==> src/source/bb_cfg_pkg.sv <==
// Baseboard drive-bay core configuration
// Bus widths, drive limits and the vector types shared by every block

package bb_cfg_pkg;

	// Largest drive count the register map can address
	localparam int MAX_DRIVES = 16;

	typedef logic [7:0] byte_t;
	typedef logic [7:0] addr_t;
	typedef logic [3:0] page_t;
	typedef logic [3:0] ofs_t;
	typedef logic [2:0] phase_t;

	// One bit per drive slot
	typedef logic [MAX_DRIVES-1:0] drive_vec_t;

	// Ones for the populated slots, zeros above
	function automatic drive_vec_t drive_mask(input int num);
		drive_vec_t m;
		m = '0;
		for (int i = 0; i < MAX_DRIVES; i++)
		begin
			if (i < num)
				m[i] = 1'b1;
		end
		return m;
	endfunction

endpackage

==> src/source/bb_regmap_pkg.sv <==
// Baseboard drive-bay core register map
// Page codes, offsets, identity bytes, reset values and LED mode codes

package bb_regmap_pkg;

	//**********************************************************
	// Page codes, upper nibble of the host address
	//**********************************************************
	localparam bb_cfg_pkg::page_t PAGE_ID     = 4'h0;
	localparam bb_cfg_pkg::page_t PAGE_PRSNT  = 4'h1;
	localparam bb_cfg_pkg::page_t PAGE_PWR_EN = 4'h2;
	localparam bb_cfg_pkg::page_t PAGE_PWROK  = 4'h3;
	localparam bb_cfg_pkg::page_t PAGE_AMBER  = 4'h4;
	localparam bb_cfg_pkg::page_t PAGE_BLUE   = 4'h6;
	localparam bb_cfg_pkg::page_t PAGE_ALERT  = 4'h9;

	//**********************************************************
	// Offsets inside the bit-vector pages
	//**********************************************************
	// Drives 0 to 7
	localparam bb_cfg_pkg::ofs_t OFS_LOW        = 4'h0;
	// Drives 8 to 15
	localparam bb_cfg_pkg::ofs_t OFS_HIGH       = 4'h1;
	// Identify bytes, present page only
	localparam bb_cfg_pkg::ofs_t OFS_IDENT_LOW  = 4'h6;
	localparam bb_cfg_pkg::ofs_t OFS_IDENT_HIGH = 4'h7;

	// Identity bytes, page 0 offsets 0 to 3
	localparam bb_cfg_pkg::byte_t DEVICE_ID_MSB = 8'hB5;
	localparam bb_cfg_pkg::byte_t DEVICE_ID_LSB = 8'h1C;
	localparam bb_cfg_pkg::byte_t CPLD_MAJ_VER  = 8'h01;
	localparam bb_cfg_pkg::byte_t CPLD_MIN_VER  = 8'h03;

	// Drives come up powered
	localparam bb_cfg_pkg::drive_vec_t PWR_EN_RESET = '1;

	// Per-drive LED mode, codes 5 to 7 give a dark LED
	typedef enum logic [2:0] {
		LED_OFF       = 3'd0,
		LED_ON        = 3'd1,
		LED_BLINK_1HZ = 3'd2,
		LED_BLINK_2HZ = 3'd3,
		LED_BLINK_4HZ = 3'd4
	} led_mode_t;

endpackage

==> src/source/bb_top.sv <==
// Baseboard drive-bay control core
// Host register port, power enables, drive LEDs and heartbeat

`timescale 1ns/1ps

module bb_top #(
	parameter int NUM_DRIVES    = 12,
	parameter int TICKS_PER_SEC = 25_000_000
) (
	input  logic                   SYSCLK,
	input  logic                   RESET_N,
	// Host access port
	input  bb_cfg_pkg::addr_t      bus_addr,
	input  bb_cfg_pkg::byte_t      bus_wdata,
	input  logic                   bus_wr,
	input  logic                   bus_rd,
	output bb_cfg_pkg::byte_t      bus_rdata,
	// Drive bay pins
	input  bb_cfg_pkg::drive_vec_t drv_present,
	input  bb_cfg_pkg::drive_vec_t drv_ident,
	input  bb_cfg_pkg::drive_vec_t drv_pwrok,
	input  logic                   alert_l,
	output bb_cfg_pkg::drive_vec_t drv_pwr_en_l,
	output bb_cfg_pkg::drive_vec_t drv_pcie_clk_oe_l,
	output bb_cfg_pkg::drive_vec_t amber_led,
	output bb_cfg_pkg::drive_vec_t blue_led,
	output logic                   heart
);

	bb_cfg_pkg::drive_vec_t                       pwr_en;
	bb_regmap_pkg::led_mode_t [NUM_DRIVES-1:0]    amber_mode;
	bb_regmap_pkg::led_mode_t [NUM_DRIVES-1:0]    blue_mode;
	logic                                         blink_1hz;
	logic                                         blink_2hz;
	logic                                         blink_4hz;

	//**********************************************************
	// Host writes and power gating
	//**********************************************************
	drive_ctrl_regs #(.NUM_DRIVES(NUM_DRIVES)) drive_regs (
		.SYSCLK            (SYSCLK),
		.RESET_N           (RESET_N),
		.bus_addr          (bus_addr),
		.bus_wdata         (bus_wdata),
		.bus_wr            (bus_wr),
		.drv_present       (drv_present),
		.pwr_en            (pwr_en),
		.amber_mode        (amber_mode),
		.blue_mode         (blue_mode),
		.drv_pwr_en_l      (drv_pwr_en_l),
		.drv_pcie_clk_oe_l (drv_pcie_clk_oe_l)
	);

	// Host reads
	status_readback #(.NUM_DRIVES(NUM_DRIVES)) readback (
		.SYSCLK      (SYSCLK),
		.RESET_N     (RESET_N),
		.bus_addr    (bus_addr),
		.bus_rd      (bus_rd),
		.drv_present (drv_present),
		.drv_ident   (drv_ident),
		.drv_pwrok   (drv_pwrok),
		.alert_l     (alert_l),
		.pwr_en      (pwr_en),
		.amber_mode  (amber_mode),
		.blue_mode   (blue_mode),
		.bus_rdata   (bus_rdata)
	);

	//**********************************************************
	// Blink timebase and LED drivers
	//**********************************************************
	blink_timebase #(.TICKS_PER_SEC(TICKS_PER_SEC)) timebase (
		.SYSCLK    (SYSCLK),
		.RESET_N   (RESET_N),
		.blink_1hz (blink_1hz),
		.blink_2hz (blink_2hz),
		.blink_4hz (blink_4hz),
		.heart     (heart)
	);

	led_pattern #(.NUM_DRIVES(NUM_DRIVES)) amber_leds (
		.mode      (amber_mode),
		.blink_1hz (blink_1hz),
		.blink_2hz (blink_2hz),
		.blink_4hz (blink_4hz),
		.led       (amber_led)
	);

	led_pattern #(.NUM_DRIVES(NUM_DRIVES)) blue_leds (
		.mode      (blue_mode),
		.blink_1hz (blink_1hz),
		.blink_2hz (blink_2hz),
		.blink_4hz (blink_4hz),
		.led       (blue_led)
	);

endmodule

==> src/source/blink_timebase.sv <==
// Blink timebase
// Eighth-second phase counter giving the 4, 2 and 1 Hz blink phases,
// plus a heartbeat that toggles once per second

`timescale 1ns/1ps

module blink_timebase #(
	parameter int TICKS_PER_SEC = 25_000_000
) (
	input  logic SYSCLK,
	input  logic RESET_N,
	output logic blink_1hz,
	output logic blink_2hz,
	output logic blink_4hz,
	output logic heart
);

	// One phase step per eighth of a second
	localparam int TICKS_PER_PHASE = TICKS_PER_SEC / 8;
	localparam int CNT_W = (TICKS_PER_PHASE > 1) ? $clog2(TICKS_PER_PHASE) : 1;

	logic [CNT_W-1:0]   tick_cnt;
	logic               step;
	bb_cfg_pkg::phase_t phase;

	assign step = (tick_cnt == CNT_W'(TICKS_PER_PHASE - 1));

	//**********************************************************
	// Tick and phase counters
	//**********************************************************
	// First step lands on the TICKS_PER_PHASE-th edge after release
	always_ff @(posedge SYSCLK or negedge RESET_N)
	begin
		if (!RESET_N)
		begin
			tick_cnt <= '0;
			phase    <= '0;
		end
		else if (step)
		begin
			tick_cnt <= '0;
			phase    <= phase + 3'd1;
		end
		else
		begin
			tick_cnt <= tick_cnt + 1'b1;
		end
	end

	// Heartbeat flips on the 7 to 0 wrap
	always_ff @(posedge SYSCLK or negedge RESET_N)
	begin
		if (!RESET_N)
			heart <= 1'b0;
		else if (step && (phase == 3'd7))
			heart <= ~heart;
	end

	assign blink_4hz = phase[0];
	assign blink_2hz = phase[1];
	assign blink_1hz = phase[2];

endmodule

==> src/source/drive_ctrl_regs.sv <==
// Drive control registers
// Host writes to power enable and LED mode registers,
// presence-gated active-low power and PCIe clock enables

`timescale 1ns/1ps

module drive_ctrl_regs #(
	parameter int NUM_DRIVES = 12
) (
	input  logic                                      SYSCLK,
	input  logic                                      RESET_N,
	input  bb_cfg_pkg::addr_t                         bus_addr,
	input  bb_cfg_pkg::byte_t                         bus_wdata,
	input  logic                                      bus_wr,
	input  bb_cfg_pkg::drive_vec_t                    drv_present,
	output bb_cfg_pkg::drive_vec_t                    pwr_en,
	output bb_regmap_pkg::led_mode_t [NUM_DRIVES-1:0] amber_mode,
	output bb_regmap_pkg::led_mode_t [NUM_DRIVES-1:0] blue_mode,
	output bb_cfg_pkg::drive_vec_t                    drv_pwr_en_l,
	output bb_cfg_pkg::drive_vec_t                    drv_pcie_clk_oe_l
);

	// Slots above NUM_DRIVES never hold an enable
	localparam bb_cfg_pkg::drive_vec_t DRIVE_MASK = bb_cfg_pkg::drive_mask(NUM_DRIVES);

	bb_cfg_pkg::page_t      wr_page;
	bb_cfg_pkg::ofs_t       wr_ofs;
	logic                   pwr_wr;
	logic                   amber_wr;
	logic                   blue_wr;
	bb_cfg_pkg::drive_vec_t pwr_en_l;

	assign wr_page  = bus_addr[7:4];
	assign wr_ofs   = bus_addr[3:0];
	assign pwr_wr   = bus_wr && (wr_page == bb_regmap_pkg::PAGE_PWR_EN);
	assign amber_wr = bus_wr && (wr_page == bb_regmap_pkg::PAGE_AMBER);
	assign blue_wr  = bus_wr && (wr_page == bb_regmap_pkg::PAGE_BLUE);

	//**********************************************************
	// Power enable bytes, page 0x2
	//**********************************************************
	always_ff @(posedge SYSCLK or negedge RESET_N)
	begin
		if (!RESET_N)
		begin
			pwr_en <= bb_regmap_pkg::PWR_EN_RESET & DRIVE_MASK;
		end
		else if (pwr_wr)
		begin
			case (wr_ofs)
				bb_regmap_pkg::OFS_LOW:
					pwr_en <= {pwr_en[8 +: 8], bus_wdata} & DRIVE_MASK;
				bb_regmap_pkg::OFS_HIGH:
					pwr_en <= {bus_wdata, pwr_en[0 +: 8]} & DRIVE_MASK;
				default:
					pwr_en <= pwr_en;
			endcase
		end
	end

	//**********************************************************
	// LED modes, one register per drive, offset selects the drive
	//**********************************************************
	always_ff @(posedge SYSCLK or negedge RESET_N)
	begin
		if (!RESET_N)
		begin
			for (int i = 0; i < NUM_DRIVES; i++)
			begin
				amber_mode[i] <= bb_regmap_pkg::LED_OFF;
				blue_mode[i]  <= bb_regmap_pkg::LED_OFF;
			end
		end
		else
		begin
			for (int i = 0; i < NUM_DRIVES; i++)
			begin
				// Codes 5 to 7 are kept so they read back as written
				if (amber_wr && (wr_ofs == 4'(i)))
					amber_mode[i] <= bb_regmap_pkg::led_mode_t'(bus_wdata[2:0]);
				if (blue_wr && (wr_ofs == 4'(i)))
					blue_mode[i] <= bb_regmap_pkg::led_mode_t'(bus_wdata[2:0]);
			end
		end
	end

	// Power only reaches a drive that is seated
	assign pwr_en_l          = ~(pwr_en & drv_present);
	assign drv_pwr_en_l      = pwr_en_l;
	// Reference clock follows the power rail
	assign drv_pcie_clk_oe_l = pwr_en_l;

endmodule

==> src/source/led_pattern.sv <==
// LED pattern generator
// Turns each drive's mode register into an LED level from the
// shared blink phases

`timescale 1ns/1ps

module led_pattern #(
	parameter int NUM_DRIVES = 12
) (
	input  bb_regmap_pkg::led_mode_t [NUM_DRIVES-1:0] mode,
	input  logic                                      blink_1hz,
	input  logic                                      blink_2hz,
	input  logic                                      blink_4hz,
	output bb_cfg_pkg::drive_vec_t                    led
);

	always_comb
	begin
		// Slots above NUM_DRIVES stay dark
		led = '0;
		for (int i = 0; i < NUM_DRIVES; i++)
		begin
			case (mode[i])
				bb_regmap_pkg::LED_ON:
					led[i] = 1'b1;
				bb_regmap_pkg::LED_BLINK_1HZ:
					led[i] = blink_1hz;
				bb_regmap_pkg::LED_BLINK_2HZ:
					led[i] = blink_2hz;
				bb_regmap_pkg::LED_BLINK_4HZ:
					led[i] = blink_4hz;
				// Off and the spare codes 5 to 7
				default:
					led[i] = 1'b0;
			endcase
		end
	end

endmodule

==> src/source/status_readback.sv <==
// Status readback
// Selects the addressed register byte and holds it on the read bus
// until the next read strobe

`timescale 1ns/1ps

module status_readback #(
	parameter int NUM_DRIVES = 12
) (
	input  logic                                      SYSCLK,
	input  logic                                      RESET_N,
	input  bb_cfg_pkg::addr_t                         bus_addr,
	input  logic                                      bus_rd,
	input  bb_cfg_pkg::drive_vec_t                    drv_present,
	input  bb_cfg_pkg::drive_vec_t                    drv_ident,
	input  bb_cfg_pkg::drive_vec_t                    drv_pwrok,
	input  logic                                      alert_l,
	input  bb_cfg_pkg::drive_vec_t                    pwr_en,
	input  bb_regmap_pkg::led_mode_t [NUM_DRIVES-1:0] amber_mode,
	input  bb_regmap_pkg::led_mode_t [NUM_DRIVES-1:0] blue_mode,
	output bb_cfg_pkg::byte_t                         bus_rdata
);

	localparam bb_cfg_pkg::drive_vec_t DRIVE_MASK = bb_cfg_pkg::drive_mask(NUM_DRIVES);

	bb_cfg_pkg::page_t      rd_page;
	bb_cfg_pkg::ofs_t       rd_ofs;
	bb_cfg_pkg::drive_vec_t present_m;
	bb_cfg_pkg::drive_vec_t ident_m;
	bb_cfg_pkg::drive_vec_t pwrok_m;
	bb_cfg_pkg::byte_t      rd_sel;

	assign rd_page = bus_addr[7:4];
	assign rd_ofs  = bus_addr[3:0];

	// Empty slots read as zero
	assign present_m = drv_present & DRIVE_MASK;
	assign ident_m   = drv_ident & DRIVE_MASK;
	assign pwrok_m   = drv_pwrok & DRIVE_MASK;

	// Byte select for the two-byte vector pages
	function automatic bb_cfg_pkg::byte_t vec_byte(
		input bb_cfg_pkg::drive_vec_t vec,
		input bb_cfg_pkg::ofs_t       ofs
	);
		case (ofs)
			bb_regmap_pkg::OFS_LOW:  return vec[0 +: 8];
			bb_regmap_pkg::OFS_HIGH: return vec[8 +: 8];
			default:                 return '0;
		endcase
	endfunction

	//**********************************************************
	// Read mux
	//**********************************************************
	always_comb
	begin
		rd_sel = '0;
		case (rd_page)
			bb_regmap_pkg::PAGE_ID:
			begin
				case (rd_ofs)
					4'h0:    rd_sel = bb_regmap_pkg::DEVICE_ID_MSB;
					4'h1:    rd_sel = bb_regmap_pkg::DEVICE_ID_LSB;
					4'h2:    rd_sel = bb_regmap_pkg::CPLD_MAJ_VER;
					4'h3:    rd_sel = bb_regmap_pkg::CPLD_MIN_VER;
					default: rd_sel = '0;
				endcase
			end
			bb_regmap_pkg::PAGE_PRSNT:
			begin
				if (rd_ofs == bb_regmap_pkg::OFS_IDENT_LOW)
					rd_sel = ident_m[0 +: 8];
				else if (rd_ofs == bb_regmap_pkg::OFS_IDENT_HIGH)
					rd_sel = ident_m[8 +: 8];
				else
					rd_sel = vec_byte(present_m, rd_ofs);
			end
			bb_regmap_pkg::PAGE_PWR_EN: rd_sel = vec_byte(pwr_en, rd_ofs);
			bb_regmap_pkg::PAGE_PWROK:  rd_sel = vec_byte(pwrok_m, rd_ofs);
			bb_regmap_pkg::PAGE_AMBER, bb_regmap_pkg::PAGE_BLUE:
			begin
				for (int i = 0; i < NUM_DRIVES; i++)
				begin
					if (rd_ofs == 4'(i))
						rd_sel = (rd_page == bb_regmap_pkg::PAGE_AMBER) ?
							{5'b0, amber_mode[i]} : {5'b0, blue_mode[i]};
				end
			end
			bb_regmap_pkg::PAGE_ALERT:
			begin
				// Raw pin level in bit 0
				if (rd_ofs == 4'h0)
					rd_sel = {7'b0, alert_l};
			end
			default: rd_sel = '0;
		endcase
	end

	always_ff @(posedge SYSCLK or negedge RESET_N)
	begin
		if (!RESET_N)
			bus_rdata <= '0;
		else if (bus_rd)
			bus_rdata <= rd_sel;
	end

endmodule

==> config.mk <==
export PLATFORM = sky130hd
export DESIGN_NAME = bb_top
export DESIGN_NICKNAME = d
export VERILOG_FILES = /design/src/source/bb_cfg_pkg.sv /design/src/source/bb_regmap_pkg.sv /design/src/source/bb_top.sv /design/src/source/blink_timebase.sv /design/src/source/drive_ctrl_regs.sv /design/src/source/led_pattern.sv /design/src/source/status_readback.sv
export SDC_FILE = /design/constraint.sdc
export NUM_CORES = 1
export LEC_CHECK = 0
export BUFFER_PORTS_ARGS = -buffer_cell sky130_fd_sc_hd__buf_2
export CORE_MARGIN = 4
export CORE_UTILIZATION = 35
export DETAILED_ROUTE_END_ITERATION = 12
export PLACE_DENSITY = 0.59
export SYNTH_ARGS = -nofsm -noshare
export SYNTH_HDL_FRONTEND = slang
export SYNTH_HIERARCHICAL = 1
export SYNTH_SLANG_ARGS = --single-unit
==> constraint.sdc <==
create_clock -name SYSCLK -period 3.9 [get_ports SYSCLK]
set_input_delay 0.78 -clock SYSCLK [delete_from_list [all_inputs] [get_ports SYSCLK]]
set_output_delay 0.78 -clock SYSCLK [all_outputs]
set_load 0.01 [all_outputs]
* Word-level counts from Yosys, hierarchy flattened *
Cells that the tools add are included.

storage, ports and cells
  flip-flop bits (word level) = 122
  output and inout port bits = 73
  logic and storage cells = 246

operators by class
  add/subtract/negate cells = 2
  equal/unequal tests = 115
  mux-type cells = 58
  bitwise logic cells = 5
  reduce and logical (&&, ||, !) cells = 35

operators with widths
  kind                                           count
  == test 3 x 2 -> 1 bit, second input constant  48
  two-way mux 8 bit                              14
  one-hot mux 1 bit (4 select lines)             24
  == test 3 bit, second input constant           25
  == test 3 x 1 -> 1 bit, second input constant  24
  one-hot mux 8 bit (2 select lines)             3
  one-hot mux 8 bit (6 select lines)             1
  two-way mux 3 bit                              12
  one-hot mux 16 bit (2 select lines)            1
  one-hot mux 8 bit (4 select lines)             1
  logical AND 1 bit                              28
  == test 4 x 3 -> 1 bit, second input constant  6
  adder 22 x 1 -> 22 bit, second input constant  1
  == test 22 bit, second input constant          1
  two-way mux 22 bit                             1
  == test 4 bit, second input constant           5
  AND 16 bit                                     1
  == test 4 x 2 -> 1 bit, second input constant  4
  NOT 16 bit                                     1
  == test 4 x 1 -> 1 bit, second input constant  2
  zero test 4 bit                                2
  AND reduction 3 bit                            2
  adder 3 x 1 -> 3 bit, second input constant    1
  NOT 1 bit                                      3
  other kinds (4)                                4

* Longest topological paths before layout *
Gate-level depths: netlist (run 1).

  depth after elaboration = 15
  gate-level depth with buffers = 9

* Cells and area by module *
The synthesis (run 1) kept the hierarchy.

by module, submodules not included
  module           instances  cells each  area each (um^2)  seq. area each (um^2)
  drive_ctrl_regs  1          276         3679.8            2117.0
  status_readback  1          234         1652.8            200.2
  blink_timebase   1          123         1286.2            650.6
  led_pattern      2          68          548.0             0.0

* Least setup slack after synthesis (run 1) *
OpenSTA, ideal clock, no wires.

  path kind = input-to-reg
  start = input port bus_addr[4]
  end = register readback.bus_rdata[0]
  setup time = 0.139 ns
  arrival time = 2.379 ns
  required time = 3.761 ns
  path slack = 1.381 ns
  cell stages on the path = 6
  buffers on the path = 1
  path through = buf_6 -> or4b_4 -> mux4_2 -> or3b_1 -> nand4_1 -> o2111ai_1

on the way
  word-level cells in the longest chain between the ends = 15
  elaborated cells on any way between the ends = 33
  those cells by class = eq/ne (6); mux (25); reduce/logical (2)

RTL lines
  element                                 line                                          source
  from (decl)                             bb_top.sv:13                                  input bb_cfg_pkg::addr_t bus_addr,
  == test 4 x 3 -> 1 bit                  status_readback.sv:59, status_readback.sv:86
  two-way mux 3 bit                       status_readback.sv:86                         rd_sel = (rd_page == bb_regmap_pkg::PAGE_AMBER) ?
  two-way mux 8 bit (12 in a row)         status_readback.sv:85                         if (rd_ofs == 4'(i))
  one-hot mux 8 bit (6 select lines) (*)  status_readback.sv:59                         case (rd_page)
  to (signal assigned)                    status_readback.sv:105                        bus_rdata <= rd_sel;
  to (decl)                               status_readback.sv:21                         output bb_cfg_pkg::byte_t bus_rdata

Every way passes the cells marked *; elsewhere a longest branch is shown, timed or not.
A chain may end at the register's enable or synchronous reset.

* Worst setup path after layout (run 1) *
  start = register timebase.phase[0]
  end = output port amber_led[2]

on the way
  word-level cells in the longest chain between the ends = 1

RTL lines
  element                             line                  source
  from (decl)                         blink_timebase.sv:24  bb_cfg_pkg::phase_t phase;
  from (signal assigned)              blink_timebase.sv:42  phase <= phase + 3'd1;
  one-hot mux 1 bit (4 select lines)  led_pattern.sv:23     case (mode[i])
  to (decl)                           bb_top.sv:25          output bb_cfg_pkg::drive_vec_t amber_led,

No other way between the ends.

==> summary.md, run 1 <==
| Metric | Value |
|---|---|
| Status | `complete, no violations` |
| Max VDD drop | `259.1 µV` |
| Syn Std Cell Area | `7715 µm²` |
| Fin nets | `921` |
| WP data required | `3.12 ns` |
| Core area | `21,760 µm²` |
| Die H | `156.5 µm` |
| Achievable frequency | `0.3243 GHz` |
| Seq cells post-synth | `118` |
| # IOs | `142` |
| Fraction of layout instances using a drive strength above 1 | `31.21%` |
| CTS tree | `done` |
| Post-DP HPWL | `15,580 µm` |
| Final Slew Violations | `0` |
| Final wirelength | `22,530 µm` |
| Chip width | `156.5 µm` |
| Initial antenna violation count | `0` |
| Max-Slew Margin vs Limit | `29.59%` |
| Syn Inst Count | `769` |
| Crit Path Class | `register to output pin` |
| H-tree depth | `4` |
| Final Hold Viols | `0` |
| PortBufs | `113` |
| Main area contributors after synthesis | `dfrtp_1 (34%), mux2_2 (12%), nor4bb_1 (6.0%), dfstp_2 (4.1%), nand2_1 (3.6%)` |
| Reg2reg setup slack | `1.68 ns` |
| Crit path DAT | `2.30 ns` |
| Yosys cell types | `71` |
| Vias in the first global route | `6,003` |
| Pre-CTS setup slack | `0.9090 ns` |
| Clk slew on worst S/H paths | `0.06 ns` |
| Clk Tree Root Cell | `clkbuf_16` |
| Sequential share of the synthesized area | `38.47%` |
| MaxCap Viol Count | `0` |
| Fin crit period | `3.083 ns` |
| P per Cell Area | `383.2 nW/µm²` |
| Leakage | `4.163 nW` |
| CTS Buf Count | `17` |
| Worst Tran Pin Value | `1.056 ns` |
| Main synth FF type | `dfrtp_1` |
| Setup Fix Bufs, Post-CTS | `0` |
| Final Skew | `0.01028 ns` |
| Worst R2R Path Depth | `5` |
| R2R Path End | `timebase/phase[1]` |
| Final setup TNS | `0 ns` |
| Crit end category | `output pin` |
| Max FO, Critical Path | `26` |
| Startpoint Class | `register` |
| Cts repair resizes | `0` |
| Drt wl/cell | `19.73 µm` |
| Maximum clock path buffer count | `2` |
| Layout Utilization | `41.44%` |
| DR iter-0 viols | `510` |
| Fin crit share | `79.06%` |
| Routability congestion estimate | `0.8340` |
| Final Setup Violations | `0` |
| # clock sinks | `118` |
| Area leader, netlist | `dfrtp_1` |
| EDFF count, synth | `0` |
| First-pass GRT wire length | `34,580 µm` |
| Final WS setup | `0.8166 ns` |
| Setup repair after global routing missed its margin | `false` |
| Mean Syn Cell Area | `10.03 µm²` |
| R2r startpoint | `timebase/tick_cnt[0]` |
| Vias | `6,403` |
| Total GRT Usage | `18.08%` |
| N_diodes | `0` |
| Largest net degree at the start of global routing | `49` |
| Post-route DRC | `0` |
| Yosys warns | `6` |
| # hold bufs at CTS | `0` |
| Asr flop ratio synth | `100.0%` |
| Via density | `5.607` |
| GRT Residual Overflow | `0` |
| Die ar. | `24,480 µm²` |
| Std-Cell Rows | `54` |
| Worst-Skew Late Latency | `0.43 ns` |
| Worst Hold Class | `input port to async pin` |
| Area Growth Syn to Fin | `16.85%` |
| Top-area cell type share of the netlist area | `34.38%` |
| First drt pass iteration count | `5` |
| Starting density of the core | `35.46%` |
| Antenna Violating Nets Remaining | `0` |
[per-layer routing]
metal	share of wire, %	global-route usage (%)	vias to the layer above
li1	-	-	2988
met3	6.2	3.733	26
met4	2.0	5.909	0
met5	0	0	-
met1	46	25.97	3170
met2	45	27.29	219
[synth_stat cells (all sizes together) (4+ instances only)]
master and n:
a211o 21, a21oi 13, a22o 4, a22oi 10, a31oi 8, and2 5
and3 5, and4bb 5, buf 47, clkbuf 28, conb 4, dfrtp 106
dfstp 12, inv 16, mux2 84, mux2i 22, mux4 5, nand2 74
nand2b 28, nand3 40, nand4 15, nor2 28, nor2b 30, nor3 12
nor4 10, nor4b 7, nor4bb 46, o211ai 4, o21ai 9, xnor2 11
xor2 7
[where the power goes]
part	switching, mW	internal, mW
Sequential	0.0525	1.27
Clock	0.632	1.15
Combinational	0.204	0.141
[cells by family after synthesis]
logic type,synth area share [%]
flip-flops,38.47
adder cells (fa/ha/maj),0.4866
buffers and inverters,6.406
XOR/XNOR,2.043
other,0.1946
AND/OR/NAND/NOR,26.13
AO/OA/AOI/OAI,9.699
multiplexers,16.57
[layout make-up]
cell class,count,area [µm²]
fill,2122,12740
clock buffer,17,425.4
clock inverter,15,240.2
tap,280,350.3
sequential,118,2968
inverter,16,60.06
multi-input combinational,576,4325
timing repair buffer,120,645.6
[per-stage QoR]
stage | hold slack [ns] | cell area [µm²] | power, mW | std cells
4_1_cts | 0.4066 | 9015 | 3.487 | 1142
3_5_place_dp | 0.4558 | 8349 | 1.690 | 1110
6_report | 0.4047 | 9015 | 3.454 | 1142
3_3_place_gp | 0.4524 | 8349 | 1.685 | 1110
2_1_floorplan | 0.4503 | 7775 | 1.550 | 785
5_1_grt | 0.4544 | 9015 | 3.590 | 1142
[cell usage in the layout (no fill, tap or decap), types with 22 or more instances in the layout]
master    Yosys  routed
buf_2        11     112
dfrtp_1     106     106
mux2_2       84      84
mux2i_1      22      22
nand2_1      74      74
nand2b_1     28      28
nand3_1      40      40
nor2_1       28      28
nor2b_1      30      30
nor4bb_1     46      45
[registers in the layout (all words and copies together), names as in the netlist]
name                   cells
drive_regs/amber_mode     36
drive_regs/blue_mode      36
drive_regs/pwr_en         12
readback/bus_rdata         8
timebase/heart             1
timebase/phase             3
timebase/tick_cnt         22
[worst max path at each step]
| stage | startpoint | endpoint | depth (start not counted) |
|---|---|---|---|
| 3_5_place_dp | bus_addr[5] | readback/bus_rdata[0] | 6 |
| 4_1_cts | timebase/phase[0] | blue_led[2] | 3 |
| 6_report | timebase/phase[0] | amber_led[2] | 3 |
| 2_1_floorplan | bus_addr[4] | readback/bus_rdata[0] | 6 |
| 5_1_grt | timebase/phase[0] | amber_led[2] | 3 |
| 3_3_place_gp | bus_addr[5] | readback/bus_rdata[0] | 6 |
[worst max-delay path, cell delays in order, from the launching register on]
cell and delay (ns):
dfrtp_1 0.79, and4bb_2 0.45, or4_1 0.48, buf_2 0.16
Power figures use the tool's default switching activity.
==> inputs of run 2 (changes only) <==
- clock period: 3.9 -> 3.15 ns (I/O delays scaled with it)
==> summary.md, run 2 (synthesized netlist as in run 1, its figures left out) <==
| Metric | Value |
|---|---|
| # hold bufs at CTS | `0 (unchanged)` |
| Leakage | `4.173 nW (was 4.163 nW)` |
| Die H | `156.5 µm (unchanged)` |
| Status | `complete, no violations (unchanged)` |
| Fin crit share | `85.92%` |
| Number of fill cells in the layout | `2,171 (was 2,122)` |
| GR Util met3 | `3.457% (was 3.733%)` |
| P per Cell Area | `443.7 nW/µm² (was 383.2 nW/µm²)` |
| Total GRT Usage | `18.20% (was 18.08%)` |
| Die ar. | `24,480 µm² (unchanged)` |
| Worst Hold Class | `input port to async pin (unchanged)` |
| Drt wl/cell | `19.25 µm (was 19.73 µm)` |
| Slowest-stage cell, CP | `dfrtp_1 (unchanged)` |
| Max VDD drop | `326.3 µV (was 259.1 µV)` |
| Crit path DAT | `2.08 ns (was 2.30 ns)` |
| Antenna Violating Nets Remaining | `0 (unchanged)` |
| Critical Path, Cell by Cell | `and3b_2, or4_1, buf_2 (was and4bb_2, or4_1, buf_2)` |
| Setup repair after global routing missed its margin | `false (unchanged)` |
| Chip width | `156.5 µm (unchanged)` |
| Largest net degree at the start of global routing | `57 (was 49)` |
| Most common cell after layout, fill and taps aside | `buf_2 (unchanged)` |
| Fin nets | `932 (was 921)` |
| WP data required | `2.52 ns (was 3.12 ns)` |
| Worst Tran Pin Value | `0.8887 ns (was 1.056 ns)` |
| Final Hold Viols | `0 (unchanged)` |
| Worst-Skew Late Latency | `0.42 ns (was 0.43 ns)` |
| Clk slew on worst S/H paths | `0.05 ns (was 0.06 ns)` |
| Global routing's busiest layer | `met2 (unchanged)` |
| Crit Path Class | `register to output pin (unchanged)` |
| M2 GR Usage | `27.68% (was 27.29%)` |
| Core area | `21,760 µm² (unchanged)` |
| PortBufs | `113 (unchanged)` |
| First drt pass iteration count | `5 (unchanged)` |
| Starting density of the core | `35.46% (unchanged)` |
| Fin crit period | `2.706 ns` |
| H-tree depth | `4 (unchanged)` |
| Std-Cell Rows | `54 (unchanged)` |
| Reg2reg setup slack | `0.93 ns (was 1.68 ns)` |
| Cts repair resizes | `0 (unchanged)` |
| Fraction of layout instances using a drive strength above 1 | `32.07% (was 31.21%)` |
| N_diodes | `0 (unchanged)` |
| Met1 global-route usage | `26.03% (was 25.97%)` |
| Final Slew Violations | `0 (unchanged)` |
| Achievable frequency | `0.3695 GHz` |
| Post-DP HPWL | `16,230 µm (was 15,580 µm)` |
| Crit end category | `output pin (unchanged)` |
| Max-Slew Margin vs Limit | `40.75% (was 29.59%)` |
| Total power | `4.005 mW (was 3.454 mW)` |
| GRT Residual Overflow | `0 (unchanged)` |
| CP Buf/Inv Count | `1 (unchanged)` |
| Final setup TNS | `0 ns (unchanged)` |
| Maximum clock path buffer count | `2 (unchanged)` |
| Vias | `6,455 (was 6,403)` |
| Final Setup Violations | `0 (unchanged)` |
| Routability congestion estimate | `0.8900 (was 0.8340)` |
| Initial antenna violation count | `1 (was 0)` |
| Vias in the first global route | `6,298 (was 6,003)` |
| Area Growth Syn to Fin | `16.98% (was 16.85%)` |
| Startpoint Class | `register (unchanged)` |
| Top Registers | `drive_regs/amber_mode (36), drive_regs/blue_mode (36), timebase/tick_cnt (22) (unchanged)` |
| R2r startpoint | `timebase/tick_cnt[0] (unchanged)` |
| Most frequent cells in the layout | `buf_2 (112), dfrtp_1 (106), mux2_2 (84) (unchanged)` |
| First-pass GRT wire length | `35,200 µm (was 34,580 µm)` |
| Worst path top cell family by delay | `simple AND/OR/NAND/NOR gates (unchanged)` |
| Worst R2R Path Depth | `5 (unchanged)` |
| Via density | `5.598 (was 5.607)` |
| Clk Tree Root Cell | `clkbuf_16 (unchanged)` |
| Final Skew | `0.007162 ns (was 0.01028 ns)` |
| Post-route DRC | `0 (unchanged)` |
| DR iter-0 viols | `545 (was 510)` |
| Max FO, Critical Path | `26 (unchanged)` |
| CTS tree | `done (unchanged)` |
| R2R Path End | `timebase/phase[1] (unchanged)` |
| # clock sinks | `118 (unchanged)` |
| Critical Path Max Stage Delay | `0.72 ns (was 0.79 ns)` |
| Setup Fix Bufs, Post-CTS | `0 (unchanged)` |
| # IOs | `142 (unchanged)` |
| MaxCap Viol Count | `0 (unchanged)` |
| Final wirelength | `22,190 µm (was 22,530 µm)` |
| CTS Buf Count | `17 (unchanged)` |
[run 2: cell count changes in the layout (fill, tap and decap cells not counted), sizes merged]
cell | previous run | this run
bufinv | 5 | 2
buf | 120 | 131
clkbuf | 17 | 18
clkinvlp | 0 | 3
inv | 22 | 17
clkinv | 4 | 8
[run 2: worst reg2reg max path, stage by stage (launching register included)]
cell     delay (ns)
dfrtp_1        0.41
ha_1           0.26
nand2_1        0.07
or4_4          0.45
nor4_4         0.52
mux2_2         0.39
[run 2: how the worst max path moves through the flow]
stage | cells past startpoint | slack, ns | start | end
floorplan | 6 | 0.78 | bus_addr[4] | readback/bus_rdata[0]
global placement | 6 | 0.43 | bus_addr[4] | readback/bus_rdata[0]
detailed placement | 7 | 0.42 | bus_addr[4] | readback/bus_rdata[0]
CTS | 3 | 0.40 | timebase/phase[1] | blue_led[2]
global route | 3 | 0.32 | timebase/phase[1] | amber_led[2]
finish | 3 | 0.44 | timebase/phase[1] | blue_led[2]
[run 2: cell type report]
cell class	count	area, µm²	share of cell area, %
clock buffer	18	439.2	4.866
clock inverter	14	153.9	1.705
sequential	118	2968	32.89
timing repair buffer	131	728.2	8.069
inverter	16	60.06	0.6655
multi-input combinational	576	4325	47.93
tap	280	350.3	3.882
[run 2: through the flow]
stage | setup slack, ns | std cells | hold slack (ns) | area, µm² | util (%)
finish | 0.4436 | 1153 | 0.1615 | 9025 | 41.48
global route | 0.3244 | 1153 | 0.1858 | 9025 | 41.48
CTS | 0.3968 | 1153 | 0.1656 | 9025 | 41.48
detailed placement | 0.4194 | 1121 | 0.4683 | 8432 | 38.76
global placement | 0.4269 | 1121 | 0.4502 | 8432 | 38.76
floorplan | 0.7815 | 785 | 0.3344 | 7775 | -
[run 2: per-layer routing]
| layer | up-vias | wire length [µm] |
|---|---|---|
| met2 | 213 | 10310 |
| met3 | 38 | 1527 |
| met4 | 2 | 493 |
| met1 | 3185 | 9850 |
| li1 | 3017 | - |
| met5 | - | 7 |
[run 2: power breakdown]
group	switching, mW	leakage (nW)	internal [mW]
Clock	0.745	0.282	1.19
Sequential	0.0663	1.58	1.58
Combinational	0.248	2.31	0.179
==> inputs of run 3 (changes only) <==
- PLACE_DENSITY: 0.59 -> not set
==> summary.md, run 3 (synthesized netlist as in run 1, its figures left out) <==
| Metric | Value |
|---|---|
| Worst Tran Pin Value | `0.6470 ns (was 0.8887 ns)` |
| Final wirelength | `22,180 µm (was 22,190 µm)` |
| Die H | `156.5 µm (unchanged)` |
| Post-DP HPWL | `16,110 µm (was 16,230 µm)` |
| Cts repair resizes | `0 (unchanged)` |
| Drt wl/cell | `19.21 µm (was 19.25 µm)` |
| Final Setup Violations | `0 (unchanged)` |
| P per Cell Area | `452.8 nW/µm² (was 443.7 nW/µm²)` |
| Largest net degree at the start of global routing | `47 (was 57)` |
| Worst Hold Class | `input port to async pin (unchanged)` |
| CTS Buf Count | `17 (unchanged)` |
| Die ar. | `24,480 µm² (unchanged)` |
| Startpoint Class | `register (unchanged)` |
| WHS | `0.1430 ns (was 0.1615 ns)` |
| GRT Residual Overflow | `0 (unchanged)` |
| Leakage | `4.195 nW (was 4.173 nW)` |
| Post-route DRC | `0 (unchanged)` |
| Vias | `6,431 (was 6,455)` |
| Vias in the first global route | `6,098 (was 6,298)` |
| PortBufs | `113 (unchanged)` |
| Routability congestion estimate | `0.9086 (was 0.8900)` |
| N_diodes | `0 (unchanged)` |
| Fin nets | `934 (was 932)` |
| Layout Utilization | `41.68% (was 41.48%)` |
| Fin crit share | `88.23% (was 85.92%)` |
| Design Area, Final | `9069 µm² (was 9025 µm²)` |
| Chip width | `156.5 µm (unchanged)` |
| Most common cell after layout, fill and taps aside | `buf_2 (unchanged)` |
| MaxCap Viol Count | `0 (unchanged)` |
| First-pass GRT wire length | `34,690 µm (was 35,200 µm)` |
| DR iter-0 viols | `593 (was 545)` |
| Crit Path Class | `register to output pin (unchanged)` |
| Initial antenna violation count | `0 (was 1)` |
| Clk Tree Root Cell | `clkbuf_16 (unchanged)` |
| # hold bufs at CTS | `0 (unchanged)` |
| Core area | `21,760 µm² (unchanged)` |
| Crit path DAT | `2.15 ns (was 2.08 ns)` |
| Std-Cell Rows | `54 (unchanged)` |
| Crit end category | `output pin (unchanged)` |
| Status | `complete, no violations (unchanged)` |
| # IOs | `142 (unchanged)` |
| Fin crit period | `2.779 ns (was 2.706 ns)` |
| Worst-Skew Late Latency | `0.42 ns (about the same)` |
| Most frequent cells in the layout | `buf_2 (112), dfrtp_1 (106), mux2_2 (84) (unchanged)` |
| Final Hold Viols | `0 (unchanged)` |
| CTS tree | `done (unchanged)` |
| Area after DPL | `8447 µm² (was 8432 µm²)` |
| Final Skew | `0.008809 ns (was 0.007162 ns)` |
| Max FO, Critical Path | `16 (was 26)` |
| Area Growth Syn to Fin | `17.55% (was 16.98%)` |
| Antenna Violating Nets Remaining | `0 (unchanged)` |
| First drt pass iteration count | `5 (unchanged)` |
| Top Registers | `drive_regs/amber_mode (36), drive_regs/blue_mode (36), timebase/tick_cnt (22) (unchanged)` |
| Max-Slew Margin vs Limit | `56.78% (was 40.75%)` |
| Via density | `5.568 (was 5.598)` |
| Total GRT Usage | `17.94% (was 18.20%)` |
| Fraction of layout instances using a drive strength above 1 | `32.23% (was 32.07%)` |
| Achievable frequency | `0.3598 GHz (was 0.3695 GHz)` |
| Setup repair after global routing missed its margin | `false (unchanged)` |
| H-tree depth | `4 (unchanged)` |
| Max VDD drop | `378.0 µV (was 326.3 µV)` |
| Final Slew Violations | `0 (unchanged)` |
| Setup Fix Bufs, Post-CTS | `0 (unchanged)` |
| WP data required | `2.52 ns (about the same)` |
| Final setup TNS | `0 ns (unchanged)` |
| Clk slew on worst S/H paths | `0.06 ns (was 0.05 ns)` |
| Starting density of the core | `35.46% (unchanged)` |
| Maximum clock path buffer count | `2 (unchanged)` |
| # clock sinks | `118 (unchanged)` |
## run 3: cell types whose count changed in the layout (fill, tap and decap cells not counted)
cell and change:
bufinv_16 +1, inv_6 +2, inv_8 +2, buf_4 +2
clkbuf_8 -1, clkinv_4 -2, clkinv_2 -2
## run 3: area by class of cell
cell class	count	area [µm²]
well taps	280	350.3
multi-input cells	576	4325
repair buffers	133	743.2
clock buffers	17	425.4
flip-flops and latches	118	2968
inverters	16	60.06
clock inverters	15	196.4
fillers	2098	12690
## run 3: worst paths after layout
| kind | startpoint | endpoint | slack, ns | cells after the start |
|---|---|---|---|---|
| setup / recovery | timebase/phase[0] | amber_led[8] | 0.37 | 4 |
| hold / removal | RESET_N | readback/bus_rdata[4] | 0.14 | 1 |
| setup reg to reg | timebase/tick_cnt[0] | timebase/phase[2] | 0.97 | 5 |
| hold reg to reg | timebase/heart | timebase/heart | 0.47 | 1 |
| max in group asynchronous | RESET_N | drive_regs/pwr_en[10] | 2.27 | 2 |
| min in group SYSCLK | bus_wdata[4] | drive_regs/pwr_en[4] | 0.41 | 3 |
## run 3: critical path, stage by stage, from the launching register on
cell      delay (ns)
dfrtp_1         0.72
buf_4           0.31
nor4bb_1        0.31
a211o_1         0.22
buf_2           0.16
## run 3: per-stage QoR
| stage | instances | worst slack, ns | total power [mW] |
|---|---|---|---|
| floorplan | 785 | 0.7815 | 1.919 |
| global placement | 1123 | 0.3980 | 2.092 |
| detailed placement | 1123 | 0.3775 | 2.098 |
| CTS | 1155 | 0.3501 | 4.145 |
| global route | 1155 | 0.2501 | 4.265 |
| finish | 1155 | 0.3706 | 4.107 |
## run 3: per-layer routing
layer / vias to the layer above / wire (µm) / global-route usage [%] / part of all wire [%]
met1: 3151 / 10160 / 26.30 / 46
met4: 0 / 298 / 4.669 / 1.3
met3: 24 / 1716 / 3.899 / 7.7
met5: - / 0 / 0 / 0
met2: 261 / 10010 / 26.86 / 45
li1: 2995 / - / - / -
## run 3: power by group
| part | internal (mW) | switching (mW) | total [mW] |
|---|---|---|---|
| Sequential | 1.58 | 0.0707 | 1.65 |
| Combinational | 0.179 | 0.246 | 0.426 |
| Clock | 1.26 | 0.769 | 2.03 |
| Total | 3.02 | 1.09 | 4.11 |
